`src/rtl/decode_pkg.sv`:
```
`default_nettype none

package decode_pkg;

    //////////////////////////////////////////////////
    // widths
    //////////////////////////////////////////////////

    localparam int packet_bytes = 16;      // one fetch packet
    localparam int eip_w        = 32;
    localparam int len_w        = 5;       // lengths 0..16
    localparam int disp_w       = 32;
    localparam int imm_w        = 48;      // far pointer is the widest
    localparam int max_prefixes = 3;

    // prefix bytes
    localparam logic [7:0] pfx_rep    = 8'hf3;
    localparam logic [7:0] pfx_opsize = 8'h66;
    localparam logic [7:0] pfx_es     = 8'h26;
    localparam logic [7:0] pfx_cs     = 8'h2e;
    localparam logic [7:0] pfx_ss     = 8'h36;
    localparam logic [7:0] pfx_ds     = 8'h3e;
    localparam logic [7:0] pfx_fs     = 8'h64;
    localparam logic [7:0] pfx_gs     = 8'h65;

    localparam logic [7:0] op_escape  = 8'h0f;  // two byte opcode map

    //////////////////////////////////////////////////
    // payload types
    //////////////////////////////////////////////////

    // byte 0 sits in bits 127:120
    typedef logic [0:packet_bytes-1][7:0] packet_t;

    typedef enum logic [2:0] {
        seg_es = 3'd0,
        seg_cs = 3'd1,
        seg_ss = 3'd2,
        seg_ds = 3'd3,
        seg_fs = 3'd4,
        seg_gs = 3'd5
    } seg_e;

    typedef struct packed {
        logic       rep;
        logic       opsize16;
        logic       seg_ovr;
        seg_e       seg;
        logic [1:0] num_prefixes;   // 0..3
    } prefix_info_t;

    typedef struct packed {
        prefix_info_t     pfx;
        logic [7:0]       opcode;
        logic             is_double;
        logic             has_modrm;
        logic [2:0]       reg_num;  // modrm reg field
        logic [2:0]       base;
        logic             use_base;
        logic [2:0]       index;
        logic             use_index;
        logic [1:0]       scale;
        logic [3:0]       disp_off; // byte offsets into the packet
        logic [2:0]       disp_size;
        logic [3:0]       imm_off;
        logic [2:0]       imm_size;
        logic [len_w-1:0] length;
        logic             illegal;
    } decoded_t;

    //////////////////////////////////////////////////
    // opcode table
    //////////////////////////////////////////////////

    // v resolves to 4 or 2 bytes, far to 6 or 4, by opsize16
    typedef enum logic [2:0] {imm_none, imm_1, imm_2, imm_v, imm_far} imm_code_e;

    typedef struct packed {
        logic      modrm;
        imm_code_e imm;
        logic      legal;
    } op_info_t;

    function automatic op_info_t op_lookup(input logic is_double, input logic [7:0] op);
        op_info_t info;
        info = '{modrm: 1'b0, imm: imm_none, legal: 1'b1};
        if (is_double) begin
            if (op[7:4] == 4'h8) info.imm = imm_v;  // jcc rel32
            else                 info.legal = 1'b0;
        end else begin
            case (op) inside
                8'h00, 8'h01, 8'h02, 8'h03,
                [8'h88:8'h8b]:               info.modrm = 1'b1;  // alu / mov r,rm
                8'h04, 8'heb:                info.imm = imm_1;
                8'h05, [8'hb8:8'hbf], 8'he8: info.imm = imm_v;
                [8'h40:8'h5f], 8'h90, 8'hc3: info.imm = imm_none; // no operands in stream
                8'h80, 8'h83: begin
                    info.modrm = 1'b1;
                    info.imm   = imm_1;
                end
                8'h81: begin
                    info.modrm = 1'b1;
                    info.imm   = imm_v;
                end
                8'hc2:                       info.imm = imm_2;    // ret imm16
                8'h9a:                       info.imm = imm_far;  // call ptr16:32
                default:                     info.legal = 1'b0;
            endcase
        end
        return info;
    endfunction

endpackage

`default_nettype wire

```
`src/rtl/stage_link.sv`:
```
`timescale 1ns/100ps
`default_nettype none

// one stage output to the next, stall flows back
interface stage_link
    import decode_pkg::*;
#(
    parameter type payload_t = logic
) ();

    logic     valid;
    packet_t  packet;
    payload_t payload;
    logic     stall;   // driven by the consumer

    modport src (output valid, output packet, output payload, input stall);
    modport dst (input valid, input packet, input payload, output stall);

endinterface

`default_nettype wire

```
`src/rtl/decode_top.sv`:
```
`timescale 1ns/100ps
`default_nettype none

module decode_top
    import decode_pkg::*;
(
    input  logic                      clk,
    input  logic                      reset,
    input  logic                      valid_in,
    input  logic [8*packet_bytes-1:0] packet_in,
    input  logic [eip_w-1:0]          init_eip,
    input  logic [eip_w-1:0]          wb_eip,
    input  logic [eip_w-1:0]          bp_eip,
    input  logic                      is_init,
    input  logic                      is_resteer,
    input  logic                      is_br_taken,
    input  logic                      queue_full_stall,
    output logic                      stall_out,
    output logic                      valid_out,
    output logic [eip_w-1:0]          eip_out,
    output logic [len_w-1:0]          length_out,
    output logic                      rep_out,
    output logic                      opsize16_out,
    output logic                      seg_ovr_out,
    output logic [2:0]                seg_out,
    output logic [7:0]                opcode_out,
    output logic                      is_double_out,
    output logic                      illegal_out,
    output logic                      has_modrm_out,
    output logic [2:0]                reg_out,
    output logic [2:0]                base_out,
    output logic                      use_base_out,
    output logic [2:0]                index_out,
    output logic                      use_index_out,
    output logic [1:0]                scale_out,
    output logic [disp_w-1:0]         disp_out,
    output logic [imm_w-1:0]          imm_out
);

    //////////////////////////////////////////////////
    // links between the three stages
    //////////////////////////////////////////////////

    stage_link #(.payload_t(prefix_info_t)) pre_link ();
    stage_link #(.payload_t(decoded_t))     dec_link ();

    assign stall_out = queue_full_stall;  // fetch holds its packet

    prefix_stage u_prefix (
        .clk       (clk),
        .reset     (reset),
        .valid_in  (valid_in),
        .packet_in (packet_in),
        .stall     (pre_link.stall),   // same level as the queue stall
        .out       (pre_link)
    );

    opcode_stage u_opcode (
        .clk   (clk),
        .reset (reset),
        .in    (pre_link),
        .out   (dec_link)
    );

    // output fields and redirects match by name
    extract_stage u_extract (
        .stall (queue_full_stall),
        .in    (dec_link),
        .*
    );

endmodule

`default_nettype wire

```
`src/rtl/extract_stage.sv`:
```
`timescale 1ns/100ps
`default_nettype none

module extract_stage
    import decode_pkg::*;
(
    input  logic              clk,
    input  logic              reset,
    input  logic              stall,
    stage_link.dst            in,
    input  logic [eip_w-1:0]  init_eip,
    input  logic [eip_w-1:0]  wb_eip,
    input  logic [eip_w-1:0]  bp_eip,
    input  logic              is_init,
    input  logic              is_resteer,
    input  logic              is_br_taken,
    output logic              valid_out,
    output logic [eip_w-1:0]  eip_out,
    output logic [len_w-1:0]  length_out,
    output logic              rep_out,
    output logic              opsize16_out,
    output logic              seg_ovr_out,
    output logic [2:0]        seg_out,
    output logic [7:0]        opcode_out,
    output logic              is_double_out,
    output logic              illegal_out,
    output logic              has_modrm_out,
    output logic [2:0]        reg_out,
    output logic [2:0]        base_out,
    output logic              use_base_out,
    output logic [2:0]        index_out,
    output logic              use_index_out,
    output logic [1:0]        scale_out,
    output logic [disp_w-1:0] disp_out,
    output logic [imm_w-1:0]  imm_out
);

    decoded_t          d;
    logic [disp_w-1:0] disp_raw, disp_val;
    logic [imm_w-1:0]  imm_val;
    logic [eip_w-1:0]  eip_q;

    assign d        = in.payload;
    assign in.stall = stall;   // last stage sees the queue directly

    // past the packet end reads as zero
    function automatic logic [7:0] pick(input packet_t pkt, input logic [4:0] idx);
        return (idx < 5'(packet_bytes)) ? pkt[idx[3:0]] : 8'h00;
    endfunction

    //////////////////////////////////////////////////
    // little endian extraction
    //////////////////////////////////////////////////

    always_comb begin
        for (int k = 0; k < disp_w / 8; k++) begin
            disp_raw[8*k +: 8] = pick(in.packet, {1'b0, d.disp_off} + 5'(k));
        end
        case (d.disp_size)
            3'd1:    disp_val = {{(disp_w-8){disp_raw[7]}}, disp_raw[7:0]};  // sign ext
            3'd4:    disp_val = disp_raw;
            default: disp_val = '0;
        endcase
    end

    always_comb begin
        for (int k = 0; k < imm_w / 8; k++) begin
            imm_val[8*k +: 8] = (3'(k) < d.imm_size) ?
                                pick(in.packet, {1'b0, d.imm_off} + 5'(k)) : 8'h00;
        end
    end

    //////////////////////////////////////////////////
    // output register
    //////////////////////////////////////////////////

    always_ff @(posedge clk) begin
        if (reset)       valid_out <= 1'b0;
        else if (!stall) valid_out <= in.valid;
    end

    always_ff @(posedge clk) begin
        if (!stall) begin
            length_out    <= d.length;
            rep_out       <= d.pfx.rep;
            opsize16_out  <= d.pfx.opsize16;
            seg_ovr_out   <= d.pfx.seg_ovr;
            seg_out       <= d.pfx.seg;
            opcode_out    <= d.opcode;
            is_double_out <= d.is_double;
            illegal_out   <= d.illegal;
            has_modrm_out <= d.has_modrm;
            reg_out       <= d.reg_num;
            base_out      <= d.base;
            use_base_out  <= d.use_base;
            index_out     <= d.index;
            use_index_out <= d.use_index;
            scale_out     <= d.scale;
            disp_out      <= disp_val;
            imm_out       <= imm_val;
        end
    end

    // eip, redirects win over the length step even under stall
    always_ff @(posedge clk) begin
        if (reset)                    eip_q <= '0;
        else if (is_init)             eip_q <= init_eip;
        else if (is_resteer)          eip_q <= wb_eip;
        else if (is_br_taken)         eip_q <= bp_eip;
        else if (valid_out && !stall) eip_q <= eip_q + {{(eip_w-len_w){1'b0}}, length_out};
    end

    assign eip_out = eip_q;

    // redirect sources are exclusive by protocol
    a_one_redirect: assert property (@(posedge clk) disable iff (reset)
        $onehot0({is_init, is_resteer, is_br_taken}));

endmodule

`default_nettype wire

```
`src/rtl/opcode_stage.sv`:
```
`timescale 1ns/100ps
`default_nettype none

module opcode_stage
    import decode_pkg::*;
(
    input  logic   clk,
    input  logic   reset,
    stage_link.dst in,
    stage_link.src out
);

    prefix_info_t     pfx;
    op_info_t         info;
    decoded_t         dec;
    logic [3:0]       op_pos, modrm_pos;
    logic             is_dbl, has_modrm, has_sib;
    logic [7:0]       opc, modrm, sib;
    logic [2:0]       disp_size, imm_size;
    logic [len_w-1:0] disp_off, imm_off, total_len;

    assign in.stall = out.stall;   // stall passes straight up

    //////////////////////////////////////////////////
    // opcode select and table
    //////////////////////////////////////////////////

    assign pfx       = in.payload;
    assign op_pos    = {2'b00, pfx.num_prefixes};
    assign is_dbl    = (in.packet[op_pos] == op_escape);
    assign opc       = is_dbl ? in.packet[op_pos + 4'd1] : in.packet[op_pos];
    assign info      = op_lookup(is_dbl, opc);
    assign modrm_pos = op_pos + 4'd1 + {3'b000, is_dbl};
    assign modrm     = in.packet[modrm_pos];
    assign sib       = in.packet[modrm_pos + 4'd1];
    assign has_modrm = info.modrm && info.legal;
    assign has_sib   = has_modrm && (modrm[7:6] != 2'b11) && (modrm[2:0] == 3'b100);

    // 32-bit addressing only
    always_comb begin
        case (modrm[7:6])
            2'b00:   disp_size = ((modrm[2:0] == 3'b101) ||
                                  (has_sib && sib[2:0] == 3'b101)) ? 3'd4 : 3'd0;
            2'b01:   disp_size = 3'd1;   // disp8
            2'b10:   disp_size = 3'd4;
            default: disp_size = 3'd0;   // register operand
        endcase
        if (!has_modrm) disp_size = 3'd0;
        case (info.imm)
            imm_1:   imm_size = 3'd1;
            imm_2:   imm_size = 3'd2;
            imm_v:   imm_size = pfx.opsize16 ? 3'd2 : 3'd4;
            imm_far: imm_size = pfx.opsize16 ? 3'd4 : 3'd6;  // offset + selector
            default: imm_size = 3'd0;
        endcase
    end

    // offsets chain from the opcode end
    assign disp_off  = {1'b0, modrm_pos} + len_w'(has_modrm) + len_w'(has_sib);
    assign imm_off   = disp_off + len_w'(disp_size);
    assign total_len = imm_off + len_w'(imm_size);

    always_comb begin
        dec           = '0;
        dec.pfx       = pfx;
        dec.opcode    = opc;
        dec.is_double = is_dbl;
        dec.has_modrm = has_modrm;
        dec.illegal   = !info.legal;
        dec.disp_off  = disp_off[3:0];
        dec.disp_size = disp_size;
        dec.imm_off   = imm_off[3:0];
        dec.imm_size  = imm_size;
        dec.length    = info.legal ? total_len : len_w'(pfx.num_prefixes) + len_w'(1);
        if (has_modrm) begin
            dec.reg_num  = modrm[5:3];
            dec.base     = has_sib ? sib[2:0] : modrm[2:0];
            dec.use_base = !(modrm[7:6] == 2'b00 && dec.base == 3'b101);  // disp32 only
        end
        if (has_sib) begin
            dec.index     = sib[5:3];
            dec.use_index = (sib[5:3] != 3'b100);  // 100 means none
            dec.scale     = sib[7:6];
        end
    end

    //////////////////////////////////////////////////
    // stage register
    //////////////////////////////////////////////////

    always_ff @(posedge clk) begin
        if (reset)           out.valid <= 1'b0;
        else if (!out.stall) out.valid <= in.valid;
    end

    always_ff @(posedge clk) begin
        if (!out.stall) begin
            out.packet  <= in.packet;
            out.payload <= dec;
        end
    end

    a_len_fits: assert property (@(posedge clk) disable iff (reset)
        out.valid |-> out.payload.length <= len_w'(packet_bytes));

endmodule

`default_nettype wire

```
`src/rtl/prefix_stage.sv`:
```
`timescale 1ns/100ps
`default_nettype none

module prefix_stage
    import decode_pkg::*;
(
    input  logic    clk,
    input  logic    reset,
    input  logic    valid_in,
    input  packet_t packet_in,
    input  logic    stall,
    stage_link.src  out
);

    prefix_info_t info;
    logic         scanning;   // still inside the prefix run

    function automatic seg_e seg_of(input logic [7:0] b);
        case (b)
            pfx_cs:  return seg_cs;
            pfx_ss:  return seg_ss;
            pfx_ds:  return seg_ds;
            pfx_fs:  return seg_fs;
            pfx_gs:  return seg_gs;
            default: return seg_es;
        endcase
    endfunction

    //////////////////////////////////////////////////
    // prefix scan over bytes 0..2
    //////////////////////////////////////////////////

    always_comb begin
        info     = '0;
        scanning = 1'b1;
        for (int i = 0; i < max_prefixes; i++) begin
            if (scanning) begin
                case (packet_in[i])
                    pfx_rep:    info.rep      = 1'b1;
                    pfx_opsize: info.opsize16 = 1'b1;
                    pfx_es, pfx_cs, pfx_ss, pfx_ds, pfx_fs, pfx_gs: begin
                        info.seg_ovr = 1'b1;
                        info.seg     = seg_of(packet_in[i]);  // last one wins
                    end
                    default:    scanning = 1'b0;              // opcode reached
                endcase
                if (scanning) info.num_prefixes = 2'(i + 1);
            end
        end
    end

    //////////////////////////////////////////////////
    // stage register
    //////////////////////////////////////////////////

    always_ff @(posedge clk) begin
        if (reset)       out.valid <= 1'b0;
        else if (!stall) out.valid <= valid_in;
    end

    always_ff @(posedge clk) begin
        if (!stall) begin
            out.packet  <= packet_in;
            out.payload <= info;
        end
    end

    // a packet offered under stall must wait at the input, or it is lost
    a_hold_on_stall: assert property (@(posedge clk) disable iff (reset)
        (stall && valid_in) |=> (valid_in && $stable(packet_in)));

endmodule

`default_nettype wire

```
`config.mk`:
```
export PLATFORM = sky130hd
export DESIGN_NAME = decode_top
export DESIGN_NICKNAME = d
export VERILOG_FILES = /design/src/rtl/decode_pkg.sv /design/src/rtl/stage_link.sv /design/src/rtl/decode_top.sv /design/src/rtl/extract_stage.sv /design/src/rtl/opcode_stage.sv /design/src/rtl/prefix_stage.sv
export SDC_FILE = /design/constraint.sdc
export NUM_CORES = 1
export LEC_CHECK = 0
export BUFFER_PORTS_ARGS = -buffer_cell sky130_fd_sc_hd__buf_4
export CAP_MARGIN = 10
export CORE_MARGIN = 3
export CORE_UTILIZATION = 60
export DETAILED_ROUTE_END_ITERATION = 8
export GPL_TIMING_DRIVEN = 0
export MAX_ROUTING_LAYER = met4
export PLACE_DENSITY = 0.86
export SYNTH_ARGS = -nofsm -noshare
export SYNTH_HDL_FRONTEND = slang
export SYNTH_SLANG_ARGS = --single-unit
```
`constraint.sdc`:
```
create_clock -name clk -period 35.4 [get_ports clk]
set_clock_uncertainty 0.15 [all_clocks]
set_input_delay 1.77 -clock clk [delete_from_list [all_inputs] [get_ports clk]]
set_output_delay 1.77 -clock clk [all_outputs]
set_load 0.02 [all_outputs]
```
==> impl_metrics.env, run 1 <==
export IMPL_status="finished clean"
export IMPL_dr_total_vias=22330
export IMPL_hold_viol=0
export IMPL_fmax_mhz=105.3
export IMPL_route_detailed_drc=0
export IMPL_grt_util_met3=0.1059
export IMPL_path_max_fanout=10
export IMPL_die_area_um2=50680
export IMPL_yosysUniqueCellTypes=72
export IMPL_area_growth_synth_to_final_pct=18.07
export IMPL_insertion_delay_ps=600
export IMPL_maxCapViolCount=0
export IMPL_path_common_cell="ha_1"
export IMPL_slew_viol_final=0
export IMPL_synth_edf_count=427
export IMPL_rsz0062_at_grt="false"
export IMPL_layout_common_cells="edfxtp_1 (427), mux4_2 (397), buf_4 (380)"
export IMPL_slew_headroom=0.1105
export IMPL_drive_above_1_share=0.3896
export IMPL_yosys_top_cells_area="edfxtp_1 (45%), mux4_2 (31%), dfxtp_1 (2.4%)"
export IMPL_top_usage_layer="met2"
export IMPL_initial_core_util=0.6136
export IMPL_ctsResizeCount=0
export IMPL_critPathKind="flip-flop to flip-flop"
export IMPL_grt_overflow=0
export IMPL_power_w=0.001662
export IMPL_cts_tree="yes"
export IMPL_peakVddDrop_v=0.00005775
export IMPL_wirelength_um=105500
export IMPL_clk_pin_slew_ps=70
export IMPL_end_kind="flip-flop"
export IMPL_use_met1=0.5595
export IMPL_synth_net_count=2120
export IMPL_die_w_um=225.1
export IMPL_fillers=2906
export IMPL_ctsHoldBuffers=0
export IMPL_syn_inst=1857
export IMPL_grt_pass1_wl_um=151400
export IMPL_period_minus_slack_ps=9494
export IMPL_firstDrtPassIters=6
export IMPL_rows=79
export IMPL_yosys_area_top_type_share=0.4450
export IMPL_worst_path_largest_cell_delay_ps=690
export IMPL_htree_levels=2
export IMPL_antenna_found_initial=3
export IMPL_clock_sinks=462
export IMPL_ys_ff_latch=462
export IMPL_vias_per_cell=7.601
export IMPL_clock_root_buffer="clkbuf_16"
export IMPL_power_density_nw_per_um2=48.85
export IMPL_synthArstFlopShare=0
export IMPL_cp_arrival_ps=9680
export IMPL_synthFlopType="edfxtp_1"
export IMPL_crit_buf_inv=6
export IMPL_synth_top_area_cell="edfxtp_1"
export IMPL_power_leakage_nw=12.05
export IMPL_ios=380
export IMPL_fin_crit_sh=0.2682
export IMPL_ant_nets=0
export IMPL_port_buffers=377
export IMPL_grt_pass1_vias=22010
export IMPL_seq_area_frac_synth=0.4694
export IMPL_die_height_um=225.1
export IMPL_post_cts_buffers=0
export IMPL_layout_commonest_cell="edfxtp_1"
export IMPL_numCtsBuffers=46
export IMPL_grt_max_degree=157
export IMPL_placed_area_um2=32490
export IMPL_syn_avg_cell_area_um2=15.52
export IMPL_hold_path_class="flip-flop to flip-flop"
export IMPL_tns_ps=0
export IMPL_gp_congestion=1.043
export IMPL_setup_viol=0
export IMPL_syn_area_um2=28810
export IMPL_cp_required_ps=35580
export IMPL_first_iter_violations=3536
export IMPL_cp_top_family="buffers and inverters"
export IMPL_grt_use_met2=0.6394
export IMPL_stdcell_area_um2=34020
export IMPL_start_kind="flip-flop"
export IMPL_post_drt_wl_per_cell_um=35.90
export IMPL_hpwl_um=79650
export IMPL_coreArea_um2=46950
export IMPL_grt_total_usage=0.4288
export IMPL_yosys_warnings=0
export IMPL_tightestPinTransition_ps=1325
export IMPL_slowest_stage="mux4_2"
export IMPL_fin_nets=2555
export IMPL_clockBufferDepth=3
==> worst paths after layout <==
check                                                             end  cells after the start  slack, ps                                   start
worst min-delay path                   u_extract.reg_out[1]$_DFFE_PN_                      0        270  u_opcode.out.payload[31]$_SDFFCE_PN0N_
worst max register to register  u_opcode.out.payload[5]$_SDFFCE_PP0N_                     25      25910       u_prefix.out.payload[1]$_DFFE_PN_
worst max-delay path            u_opcode.out.payload[5]$_SDFFCE_PP0N_                     25      25910       u_prefix.out.payload[1]$_DFFE_PN_
worst min register to register         u_extract.reg_out[1]$_DFFE_PN_                      0        270  u_opcode.out.payload[31]$_SDFFCE_PN0N_
==> worst register-to-register path: cells and delay by family, from the launching register on <==
family,cells,cell delay [ps]
buffers and inverters,6,2370
adders and majority gates,6,2000
muxes,3,1710
and+or+nand+nor,4,1010
xor gates and xnor gates,3,760
AOI/OAI and AO/OA,3,750
DFF,1,460
==> logic make-up (layout without fill, tap and decap cells) <==
family | Yosys count | in the layout | synth area share
xor gates and xnor gates | 44 | 44 | 0.01338
other | 0 | 3 | 0
buffers and inverters | 192 | 663 | 0.02627
DFF | 462 | 462 | 0.4694
AOI/OAI and AO/OA | 292 | 292 | 0.06914
muxes | 492 | 492 | 0.3455
adders and majority gates | 32 | 32 | 0.01494
and+or+nand+nor | 343 | 343 | 0.06145
==> where the power goes <==
part	internal, W	switching, W
combinational	0.000230	0.000239
clock	0.000268	0.000219
sequential	0.000646	0.0000604
==> state kept, by name (all words and copies together), names as in the netlist, 2 cells and up <==
| name | count |
|---|---|
| u_extract.base_out | 3 |
| u_prefix.out.payload | 8 |
| u_extract.length_out | 5 |
| u_extract.scale_out | 2 |
| u_opcode.out.packet | 128 |
| u_opcode.out.payload | 48 |
| u_extract.index_out | 3 |
| u_extract.seg_out | 3 |
| u_prefix.out.packet | 128 |
| u_extract.reg_out | 3 |
| u_extract.imm_out | 48 |
| u_extract.disp_out | 32 |
| u_extract.eip_out | 32 |
| u_extract.opcode_out | 8 |
==> metrics by stage <==
stage	setup slack, ps	hold WS [ps]	utilization	instances
floorplan	22150	250.3	-	1857
global placement	18790	252.3	0.6901	2841
detailed placement	26250	254.5	0.6921	2848
CTS	26090	269.1	0.7237	2932
global route	25470	276.1	0.7245	2936
finish	25910	267.8	0.7246	2938
==> layer usage <==
layer / share of wire / vias up
met5: 0 / -
met4: 0.063 / 0
met3: 0.14 / 413
met2: 0.46 / 2246
met1: 0.34 / 10980
li1: - / 8695
==> synthesized netlist by cell type, types with 3 or more instances <==
| master | instances |
|---|---|
| dfxtp_1 | 35 |
| nand4b_1 | 3 |
| mux2_2 | 23 |
| a21oi_1 | 61 |
| o211ai_1 | 44 |
| nor3_1 | 17 |
| ha_1 | 28 |
| inv_1 | 46 |
| o21a_1 | 7 |
| xor2_1 | 15 |
| nor2b_1 | 73 |
| nand2_1 | 100 |
| nand4_1 | 4 |
| mux4_2 | 397 |
| o31ai_1 | 5 |
| a21o_1 | 5 |
| clkbuf_1 | 87 |
| buf_1 | 38 |
| nand3b_1 | 3 |
| a311oi_1 | 5 |
| nor2_1 | 56 |
| and3_1 | 12 |
| o2111ai_1 | 6 |
| buf_2 | 14 |
| mux2i_1 | 70 |
| a22oi_1 | 14 |
| edfxtp_1 | 427 |
| o21ai_1 | 5 |
| or3_1 | 3 |
| fa_1 | 4 |
| xnor2_1 | 29 |
| o21ai_0 | 40 |
| o311ai_0 | 5 |
| nand2b_1 | 12 |
| a31oi_1 | 14 |
| and2_1 | 12 |
| nor4_1 | 11 |
| a211oi_1 | 49 |
| a21boi_0 | 3 |
| a22o_1 | 4 |
| o22ai_1 | 5 |
| nand3_1 | 22 |
==> cell type report <==
class	instances	area (µm²)	share of cell area
diodes	3	7.507	0.0002207
plain buffers	142	569.3	0.01673
clock buffers	52	1195	0.03512
clock inverters	32	291.5	0.008570
inverters	50	195.2	0.005738
multi-input cells	1203	14530	0.4272
flip-flops and latches	462	13520	0.3975
well taps	607	759.5	0.02233
repair buffers	387	2947	0.08662
(Power assumes the default switching activity.)
==> run 2, diff against run 1 <==
--- a/config.mk
+++ b/config.mk
@@ -8,11 +8,11 @@
 export BUFFER_PORTS_ARGS = -buffer_cell sky130_fd_sc_hd__buf_4
 export CAP_MARGIN = 10
 export CORE_MARGIN = 3
-export CORE_UTILIZATION = 60
+export CORE_UTILIZATION = 59
 export DETAILED_ROUTE_END_ITERATION = 8
 export GPL_TIMING_DRIVEN = 0
 export MAX_ROUTING_LAYER = met4
-export PLACE_DENSITY = 0.86
+export PLACE_DENSITY = 0.85
 export SYNTH_ARGS = -nofsm -noshare
 export SYNTH_HDL_FRONTEND = slang
 export SYNTH_SLANG_ARGS = --single-unit
==> constraint.sdc (replaced) <==
create_clock -name clk -period 9.65 [get_ports clk]
set_clock_uncertainty 0.15 [all_clocks]
set_input_delay 0.4825 -clock clk [delete_from_list [all_inputs] [get_ports clk]]
set_output_delay 0.4825 -clock clk [all_outputs]
set_load 0.02 [all_outputs]
==> impl_metrics.env, run 2 (synthesis gave the netlist of run 1 again) <==
export IMPL_ant_nets=0
export IMPL_maxCapViolCount=0
export IMPL_rsz0062_at_grt="false"
export IMPL_placed_area_um2=32660
export IMPL_peakVddDrop_v=0.0001531
export IMPL_post_drt_wl_per_cell_um=37.63
export IMPL_largestRegisters="u_opcode.out.packet: 128 flops, u_prefix.out.packet: 128 flops"
export IMPL_slew_headroom=0.04697
export IMPL_grt_total_usage=0.4669
export IMPL_start_kind="flip-flop"
export IMPL_rows=80
export IMPL_first_iter_violations=4564
export IMPL_slew_viol_final=0
export IMPL_ios=380
export IMPL_fin_nets=2695
export IMPL_grt_overflow=0
export IMPL_coreArea_um2=47950
export IMPL_numCtsBuffers=47
export IMPL_route_detailed_drc=0
export IMPL_setup_viol=0
export IMPL_cp_arrival_ps=9430
export IMPL_fmax_mhz=108.4
export IMPL_tns_ps=0
export IMPL_hpwl_um=81920
export IMPL_critPathKind="flip-flop to flip-flop"
export IMPL_insertion_delay_ps=630
export IMPL_area_growth_synth_to_final_pct=23.64
export IMPL_drive_above_1_share=0.3721
export IMPL_power_density_nw_per_um2=178.5
export IMPL_period_minus_slack_ps=9227
export IMPL_htree_levels=2
export IMPL_gp_congestion=1.047
export IMPL_cts_tree="yes"
export IMPL_utilization=0.7430
export IMPL_path_max_fanout=10
export IMPL_die_height_um=227.0
export IMPL_dr_total_vias=24000
export IMPL_vias_per_cell=7.765
export IMPL_layout_commonest_cell="edfxtp_1"
export IMPL_grt_max_degree=53
export IMPL_worst_path_largest_cell_delay_ps=670
export IMPL_fin_crit_sh=0.9562
export IMPL_slowest_stage="mux4_2"
export IMPL_grt_pass1_wl_um=165300
export IMPL_end_kind="flip-flop"
export IMPL_clockBufferDepth=3
export IMPL_clock_sinks=462
export IMPL_clk_pin_slew_ps=70
export IMPL_stdcell_area_um2=35620
export IMPL_status="finished clean"
export IMPL_dp_cells=2864
export IMPL_layout_common_cells="edfxtp_1 (427), mux4_2 (397), buf_4 (379)"
export IMPL_cp_required_ps=9850
export IMPL_port_buffers=377
export IMPL_initial_core_util=0.6009
export IMPL_firstDrtPassIters=8
export IMPL_die_area_um2=51520
export IMPL_power_leakage_nw=12.72
export IMPL_hold_viol=0
export IMPL_die_w_um=227.0
export IMPL_clock_root_buffer="clkbuf_16"
export IMPL_wirelength_um=116300
export IMPL_antenna_found_initial=5
export IMPL_crit_chain="clkbuf_2 -> mux4_2 -> and4_1 -> nand2_1 -> clkinv_1 -> ha_1 -> fa_1 -> clkbuf_1 -> buf_2 -> buf_2 -> mux4_2 -> mux4_2 -> a211oi_1 -> nand2b_1 -> inv_1 -> fa_1 -> ha_1 -> ha_1 -> inv_1 -> fa_1 -> xor2_1 -> nor2_1 -> a31oi_1 -> nand3_1"
export IMPL_grt_pass1_vias=23390
export IMPL_stdcell_count=3090
export IMPL_power_w=0.006360
export IMPL_tightestPinTransition_ps=1419
export IMPL_hold_path_class="input pin to flip-flop"
-- run 2: cell types whose count changed in the layout (fill, tap and decap cells not counted), sizes merged --
cell and delta:
dlygate4sd3 +129, clkinv -11, buf +10, clkbuf +9
bufinv +3, clkinvlp +3, diode +2, inv -1
-- run 2: worst max-delay path: cells and delay by family (launching register included) --
family	cells	cell delay (ps)
mux	3	1650
simple gates	5	940
xor+xnor	1	210
flops	1	500
buf+inv	7	2300
fa+ha+maj	6	2530
compound gates	2	670
-- run 2: layout make-up --
type                       instances  area (µm²)
multi-input combinational       1203       14550
sequential                       462       13520
fill                            2834       12320
timing repair buffer             526        4427
clock buffer                      61        1250
tap                              615       769.5
buffer                           142       570.5
clock inverter                    26       326.6
inverter                          50       191.4
antenna                            5       12.51
-- run 2: path summary, 6_finish.rpt --
path                                                from                                  to  slack [ps]  cells after the start
setup / recovery       u_prefix.out.payload[1]$_DFFE_PN_   u_opcode.out.payload[3]$_DFFE_PN_         420                     24
hold / removal                              init_eip[30]  u_extract.eip_out[30]$_SDFFE_PP0P_          40                      3
hold reg to reg   u_opcode.out.payload[21]$_SDFFCE_PP0N_    u_extract.scale_out[1]$_DFFE_PN_         260                      0
setup reg to reg       u_prefix.out.payload[1]$_DFFE_PN_   u_opcode.out.payload[3]$_DFFE_PN_         420                     24
-- run 2: per-layer routing --
metal  GRT usage  share of wire
met4      0.2536          0.079
met1      0.5872           0.32
met3      0.1471           0.15
met2      0.6841           0.45
met5           -              0
-- run 2: power by group --
| group | internal, W | switching [W] |
|---|---|---|
| Combinational | 0.000891 | 0.000938 |
| Clock | 0.00109 | 0.000837 |
| Sequential | 0.00237 | 0.000239 |
-- run 2: metrics by stage --
step	hold slack, ps	worst slack, ps
after detailed placement	255.1	702.0
after floorplan	250.3	1135
after CTS	23.39	588.3
final	43.18	422.7
after global routing	58.32	164.7
after global placement	251.0	-1448
-- run 2: what timing repair did --
action                     CTS  global route
buffers inserted             0             0
hold endpoints to repair   129             0
resized for setup            0             2
hold buffers               129             0
setup endpoints to repair    0             2
